--- config.mk ---
export PLATFORM = sky130hd
export DESIGN_NAME = bcast_top
export DESIGN_NICKNAME = d
export VERILOG_FILES = /design/src/verilog/bcast_pkg.sv /design/src/verilog/bcast_distrib.sv /design/src/verilog/bcast_fifo.sv /design/src/verilog/bcast_top.sv
export SDC_FILE = /design/constraint.sdc
export NUM_CORES = 1
export LEC_CHECK = 0
export ABC_AREA = 1
export BUFFER_PORTS_ARGS = -buffer_cell sky130_fd_sc_hd__buf_2
export CORE_UTILIZATION = 60
export DETAILED_ROUTE_END_ITERATION = 10
export PLACE_DENSITY_LB_ADDON = 0.15
export REMOVE_ABC_BUFFERS = 1
export SYNTH_ARGS = -nofsm -noshare
export SYNTH_HDL_FRONTEND = slang
export SYNTH_SLANG_ARGS = --single-unit
--- constraint.sdc ---
create_clock -name s_axis_clk -period 4.1 [get_ports s_axis_clk]
set_input_delay 0.41 -clock s_axis_clk [delete_from_list [all_inputs] [get_ports s_axis_clk]]
set_output_delay 0.41 -clock s_axis_clk [all_outputs]
set_load 0.05 [all_outputs]
--- src/verilog/bcast_pkg.sv ---
// shared sizes and beat types of the single-clock stream broadcaster

package bcast_pkg;

  //////////////////////////////
  // sizes
  //////////////////////////////

  // output channels fed from the one input stream
  localparam int NUM_CHAN = 4;

  // data field of one beat
  localparam int DATA_W = 32;

  // beats held per channel FIFO
  // counted with the output register included
  localparam int FIFO_DEPTH = 8;

  // memory behind the output register
  localparam int MEM_DEPTH = FIFO_DEPTH - 1;

  // memory pointer width
  localparam int PTR_W = $clog2(MEM_DEPTH);

  // occupancy counter, must reach FIFO_DEPTH itself
  localparam int CNT_W = $clog2(FIFO_DEPTH + 1);

  //////////////////////////////
  // beat types
  //////////////////////////////

  // one stream beat, payload of every link
  // data in the upper bits, last in bit 0
  typedef struct packed {
    logic [DATA_W-1:0] data;
    // end of packet
    logic              last;
  } beat_t;

  // all output channels side by side
  // channel n sits at index n
  typedef beat_t [NUM_CHAN-1:0] beat_vec_t;

endpackage

--- src/verilog/bcast_distrib.sv ---
// broadcast distributor that holds each input beat until every channel has taken it

`timescale 1ns/1ps

module bcast_distrib
  import bcast_pkg::*;
(
  input  logic                s_axis_clk,
  input  logic                rst_n,

  // input stream
  input  logic                s_valid,
  output logic                s_ready,
  input  beat_t               s_beat,

  // per-channel links toward the FIFOs
  output logic [NUM_CHAN-1:0] ch_valid,
  input  logic [NUM_CHAN-1:0] ch_ready,
  output beat_t               ch_beat
);

  //////////////////////////////
  // state and handshakes
  //////////////////////////////

  // one flag per channel
  // set once that channel has taken the current beat
  logic [NUM_CHAN-1:0] taken;

  // transfers on each side
  logic                s_fire;
  logic [NUM_CHAN-1:0] ch_fire;

  //////////////////////////////
  // input side
  //////////////////////////////

  // accept only when every channel holds a copy
  // flags are registered, so this costs one extra cycle per beat
  assign s_ready = &taken;

  assign s_fire = s_valid & s_ready;

  //////////////////////////////
  // channel side
  //////////////////////////////

  // offer the beat only to channels still missing it
  assign ch_valid = s_valid ? ~taken : '0;

  // same beat on every channel, fanned out as wires
  assign ch_beat = s_beat;

  assign ch_fire = ch_valid & ch_ready;

  //////////////////////////////
  // taken flags
  //////////////////////////////

  // collect channel transfers for the beat in flight
  // clear all at the input transfer so the next beat starts fresh
  always_ff @(posedge s_axis_clk) begin
    if (!rst_n) begin
      // nothing taken yet, s_ready low out of reset
      taken <= '0;
    end else if (s_fire) begin
      taken <= '0;
    end else begin
      // a slow channel keeps its flag low and stalls the input
      taken <= taken | ch_fire;
    end
  end

endmodule

--- src/verilog/bcast_fifo.sv ---
// per-channel beat FIFO of the broadcaster with valid/ready on both sides

`timescale 1ns/1ps

module bcast_fifo
  import bcast_pkg::*;
(
  input  logic  s_axis_clk,
  input  logic  rst_n,

  // write side from the distributor
  input  logic  wr_valid,
  output logic  wr_ready,
  input  beat_t wr_beat,

  // read side toward the consumer
  output logic  rd_valid,
  input  logic  rd_ready,
  output beat_t rd_beat
);

  //////////////////////////////
  // storage
  //////////////////////////////

  // circular buffer behind the output register
  beat_t            mem [MEM_DEPTH];
  logic [PTR_W-1:0] wr_ptr;
  logic [PTR_W-1:0] rd_ptr;

  // beats held in total, output register included
  logic [CNT_W-1:0] cnt;
  // beats held in memory only
  logic [CNT_W-1:0] mem_cnt;

  // output register
  logic             out_valid;
  beat_t            out_beat;

  // handshakes and steering
  logic             wr_fire;
  logic             rd_fire;
  logic             out_free;
  logic             mem_empty;
  logic             mem_rd;
  logic             mem_wr;
  logic             bypass;

  // pointer step with wrap at MEM_DEPTH
  function automatic logic [PTR_W-1:0] ptr_next(input logic [PTR_W-1:0] ptr);
    logic [PTR_W-1:0] nxt;
    if (ptr == PTR_W'(MEM_DEPTH - 1)) begin
      nxt = '0;
    end else begin
      nxt = ptr + 1'b1;
    end
    return nxt;
  endfunction

  //////////////////////////////
  // flow control
  //////////////////////////////

  // full only at FIFO_DEPTH beats
  assign wr_ready = (cnt != CNT_W'(FIFO_DEPTH));

  assign wr_fire = wr_valid & wr_ready;
  assign rd_fire = out_valid & rd_ready;

  assign mem_cnt   = cnt - CNT_W'(out_valid);
  assign mem_empty = (mem_cnt == '0);

  // output register empty now or emptied by this read
  assign out_free = ~out_valid | rd_fire;

  // refill from memory first to keep order
  assign mem_rd = out_free & ~mem_empty;

  // empty memory and free register
  // new beat goes straight to the output, visible next cycle
  assign bypass = out_free & mem_empty & wr_fire;

  // every other write lands in memory
  assign mem_wr = wr_fire & ~bypass;

  //////////////////////////////
  // datapath
  //////////////////////////////

  always_ff @(posedge s_axis_clk) begin
    if (mem_wr) begin
      mem[wr_ptr] <= wr_beat;
    end
  end

  // output register refilled as reads drain it, no bubble
  always_ff @(posedge s_axis_clk) begin
    if (mem_rd) begin
      out_beat <= mem[rd_ptr];
    end else if (bypass) begin
      out_beat <= wr_beat;
    end
  end

  //////////////////////////////
  // control
  //////////////////////////////

  always_ff @(posedge s_axis_clk) begin
    if (!rst_n) begin
      wr_ptr    <= '0;
      rd_ptr    <= '0;
      cnt       <= '0;
      out_valid <= 1'b0;
    end else begin
      if (mem_wr) begin
        wr_ptr <= ptr_next(wr_ptr);
      end
      if (mem_rd) begin
        rd_ptr <= ptr_next(rd_ptr);
      end
      // read and write may land in the same cycle
      cnt <= cnt + CNT_W'(wr_fire) - CNT_W'(rd_fire);
      if (out_free) begin
        out_valid <= mem_rd | bypass;
      end
    end
  end

  assign rd_valid = out_valid;
  assign rd_beat  = out_beat;

endmodule

--- src/verilog/bcast_top.sv ---
// top level of the stream broadcaster with the distributor and one FIFO per channel

`timescale 1ns/1ps

module bcast_top
  import bcast_pkg::*;
(
  input  logic                s_axis_clk,
  input  logic                rst_n,

  // input stream
  input  logic                s_valid,
  output logic                s_ready,
  input  beat_t               s_beat,

  // output channels
  output logic [NUM_CHAN-1:0] m_valid,
  input  logic [NUM_CHAN-1:0] m_ready,
  output beat_vec_t           m_beat
);

  //////////////////////////////
  // distributor to FIFO links
  //////////////////////////////

  logic [NUM_CHAN-1:0] ch_valid;
  logic [NUM_CHAN-1:0] ch_ready;
  // one beat shared by all channels
  beat_t               ch_beat;

  //////////////////////////////
  // distributor
  //////////////////////////////

  bcast_distrib u_distrib (
    .s_axis_clk (s_axis_clk),
    .rst_n      (rst_n),
    .s_valid    (s_valid),
    .s_ready    (s_ready),
    .s_beat     (s_beat),
    .ch_valid   (ch_valid),
    .ch_ready   (ch_ready),
    .ch_beat    (ch_beat)
  );

  //////////////////////////////
  // channel FIFOs
  //////////////////////////////

  // one FIFO per channel
  // a slow consumer only stalls the input once its FIFO fills
  for (genvar n = 0; n < NUM_CHAN; n++) begin : g_chan
    bcast_fifo u_fifo (
      .s_axis_clk (s_axis_clk),
      .rst_n      (rst_n),
      .wr_valid   (ch_valid[n]),
      .wr_ready   (ch_ready[n]),
      .wr_beat    (ch_beat),
      .rd_valid   (m_valid[n]),
      .rd_ready   (m_ready[n]),
      .rd_beat    (m_beat[n])
    );
  end

endmodule

==> flow_summary.ini <==
[setup_path]
cp_cell_sequence = inv_1, ha_1, nand2_2, nand2_1, nand2_1, nand2_2, nand3_1, nand2_2, inv_2, nand2_1, nor2_4
cp-endpoint = g_chan[1].u_fifo.mem[4][7]
crit_slowest_cell = nor2_4
r2r_cells = 11
rr_startpoint = g_chan[1].u_fifo.cnt[1]
worstSetupPathType = reg -> reg
cp-startpoint = g_chan[1].u_fifo.cnt[1]
r2r-end = g_chan[1].u_fifo.mem[4][7]
crit_fanout = 33
worst_setup_path_end_kind = register
crit_path_start_kind = register
r2r_slack_ns = 1.21
required_ns = 4.38
worstPathArrival_ns = 3.17
max_stage_delay_ns = 0.81

[routing]
drcViolationCount = 0
vias = 29060
drt_wl_total_um = 109900
drt_iter0_drc = 2755
antenna_left = 0
routedWlPerCell_um = 21.94
detail_route.vias_per_cell = 5.802
first_pass_iters = 6

[synth]
yosysTopAreaCell = edfxtp_1
ys_warn_count = 0
synthCells = 3815
synth.cell_area_mm2 = 0.04548
yosys.cell_count.top_type = edfxtp_1
synth_area_leaders = edfxtp_1 (70%), nand2_1 (8.1%), o21ai_0 (2.9%), nor2_1 (2.7%), dfxtp_1 (2.6%)
ys_types = 39
yosysSeqAreaShare_pct = 72.37
synth-seq-cells = 1116
syn_area_per_cell_um2 = 11.92
ys.flop_type = edfxtp_1
async_flop_share_pct = 0
synth.top_cell.area_share_pct = 69.73
synth_edf_count = 1056
synthTopCellsByCount = edfxtp_1 (1056), nand2_1 (981), nor2_1 (331)

[global_route]
grt_max_degree = 100
grt_pass1_wl_um = 166100
gr-total-overflow = 0
grt_use_total_pct = 28.67
grt_pass1_vias = 28110
antenna_found_initial = 7

[run_status]
status = completed

[sta]
hold_viol_final = 0
setup_viol = 0
fin_crit_ns = 2.889
slew_viol_final = 0
setup_ws_ns = 1.211
fin_skew_ns = 0.02005
tightest_slew_ns = 1.302
setup_tns_ns = 0
period_share_pct = 70.46
rsz0062_at_grt = no
fmax_mhz = 346.2
max-slew-margin-rel_pct = 13.14

[floorplan]
die_area_mm2 = 0.07690
fp-row-count = 100
coreArea_mm2 = 0.07470
ios = 177
die_h_um = 277.3
start_util_pct = 60.88
chipWidth_um = 277.3

[pwr]
power_frac_clock_pct = 24.7
p_sw_mw = 15.29
p_leak_nw = 19.11
intPower_mw = 23.71
combPwrFrac_pct = 35.4
seqPwrFrac_pct = 39.9
vdd_drop_max_mv = 0.7307
pwr_density_cell_mw_per_mm2 = 771.6
p_sw_share_pct = 39.20

[clock_network]
cts_buffer_depth = 3
cts_buffers = 107
cts_tree = built
cts_root_buffer = clkbuf_16
path_clk_slew_ns = 0.06
htree_levels = 3
postCtsHoldBufs = 0
cts-resized-gates = 0
worstSkewPairLatency_ns = 0.67
cts.sinks = 1116
post_cts_buffers = 0

[job]
drv_cap = 0

[worst_hold_path]
hold_path_class = in -> reg

[layout]
multi_input_area_mm2 = 0.01063
nFillCells = 5304
post-route-util_pct = 67.67
n_antenna_cell = 0
regArea_mm2 = 0.03292
fin_area_mm2 = 0.05055
layout-drive-gt1-share_pct = 12.45
nets = 4027
area_delta_synth_final_pct = 11.15

[place]
preCtsSetupSlack_ns = 1.231
dpl_cell_area_mm2 = 0.04713
globalplace.congestion = 0.8617
hpwl_um = 61900
port_buffers = 176
-- power groups by stage --
stage / Clock [mW] / Combinational (mW) / Sequential, mW
6_report: 9.65 / 13.8 / 15.6
5_1_grt: 10.1 / 15.1 / 15.7
4_1_cts: 9.71 / 13.8 / 15.6
3_5_place_dp: 0 / 13.7 / 15.8
3_3_place_gp: 0 / 13.5 / 15.8
2_1_floorplan: 0 / 6.62 / 18.5
-- routing by layer --
| metal | up-vias | share of wire, % | track usage, % |
|---|---|---|---|
| met2 | 1252 | 48 | 46.88 |
| met4 | 4 | 3.9 | 12.05 |
| met1 | 14080 | 40 | 38.64 |
| li1 | 13530 | - | - |
| met5 | - | 0.025 | 0 |
| met3 | 207 | 8.0 | 4.371 |
-- cell families (layout without fill, tap and decap cells) --
group | Yosys count | after routing | synth area share, %
XOR/XNOR | 7 | 7 | 0.1348
AND/OR/NAND/NOR | 1519 | 1519 | 13.33
adder cells (fa/ha/maj) | 34 | 34 | 1.001
flip-flops | 1116 | 1116 | 72.37
buffers and inverters | 473 | 698 | 4.680
AO/OA/AOI/OAI | 666 | 666 | 8.485
-- final cells by class --
class / instances / share of cell area, %
clock buffer: 143 / 5.931
clock inverter: 53 / 0.8267
inverter: 270 / 2.030
multi-input combinational: 2226 / 21.04
sequential: 1116 / 65.13
tap: 969 / 2.399
timing repair buffer: 232 / 2.649
-- worst min-delay path by stage --
stage | start | end | slack, ns | cells after the start
3_3_place_gp | u_distrib.taken[1] | u_distrib.taken[1] | 0.46 | 2
6_report | s_beat[8] | g_chan[0].u_fifo.mem[5][8] | 0.03 | 1
5_1_grt | s_beat[8] | g_chan[0].u_fifo.mem[5][8] | 0.04 | 1
2_1_floorplan | u_distrib.taken[0] | u_distrib.taken[0] | 0.46 | 2
4_1_cts | s_beat[8] | g_chan[0].u_fifo.mem[6][8] | 0.006 | 1
3_5_place_dp | u_distrib.taken[3] | u_distrib.taken[3] | 0.47 | 2
-- placed cells by master (no fill, tap or decap), drive strengths merged --
cell type | Yosys | layout
nor4 | 1 | 1
clkbuf | 77 | 143
fa | 4 | 4
o211ai | 99 | 99
a21oi | 139 | 139
xnor2 | 2 | 2
o22ai | 66 | 66
nor2 | 334 | 334
buf | 126 | 232
bufinv | 0 | 7
clkinvlp | 0 | 2
clkinv | 0 | 43
nand3b | 4 | 4
ha | 30 | 30
xor2 | 5 | 5
dfxtp | 60 | 60
edfxtp | 1056 | 1056
nand4 | 4 | 4
o21ai | 358 | 358
nor3 | 4 | 4
nand2 | 997 | 997
inv | 270 | 271
or2 | 4 | 4
a31oi | 4 | 4
nand3 | 171 | 171
-- stage by stage --
| stage | hold WS (ns) | power [mW] | instances |
|---|---|---|---|
| 2_1_floorplan | 0.4551 | 25.08 | 3612 |
| 3_3_place_gp | 0.4625 | 29.30 | 4813 |
| 3_5_place_dp | 0.4739 | 29.52 | 4813 |
| 4_1_cts | 0.006285 | 39.10 | 5009 |
| 5_1_grt | 0.04103 | 40.94 | 5009 |
| 6_report | 0.02806 | 39.00 | 5009 |
-- registers in the layout, summed over array words and instances (netlist names), named ones only --
register and flops:
g_chan.u_fifo.rd_valid 4, g_chan.u_fifo.mem 924, g_chan.u_fifo.rd_ptr 12, g_chan.u_fifo.wr_ptr 12
g_chan.u_fifo.cnt 16, g_chan.u_fifo.rd_beat 132, u_distrib.taken 4
-- critical path: cells and delay by family, from the launching register on --
| family | cells | cell delay, ns |
|---|---|---|
| AND/OR/NAND/NOR | 8 | 1.61 |
| adder cells (fa/ha/maj) | 1 | 0.22 |
| flip-flops | 1 | 0.41 |
| buffers and inverters | 2 | 0.22 |
Power figures use the tool's default switching activity.
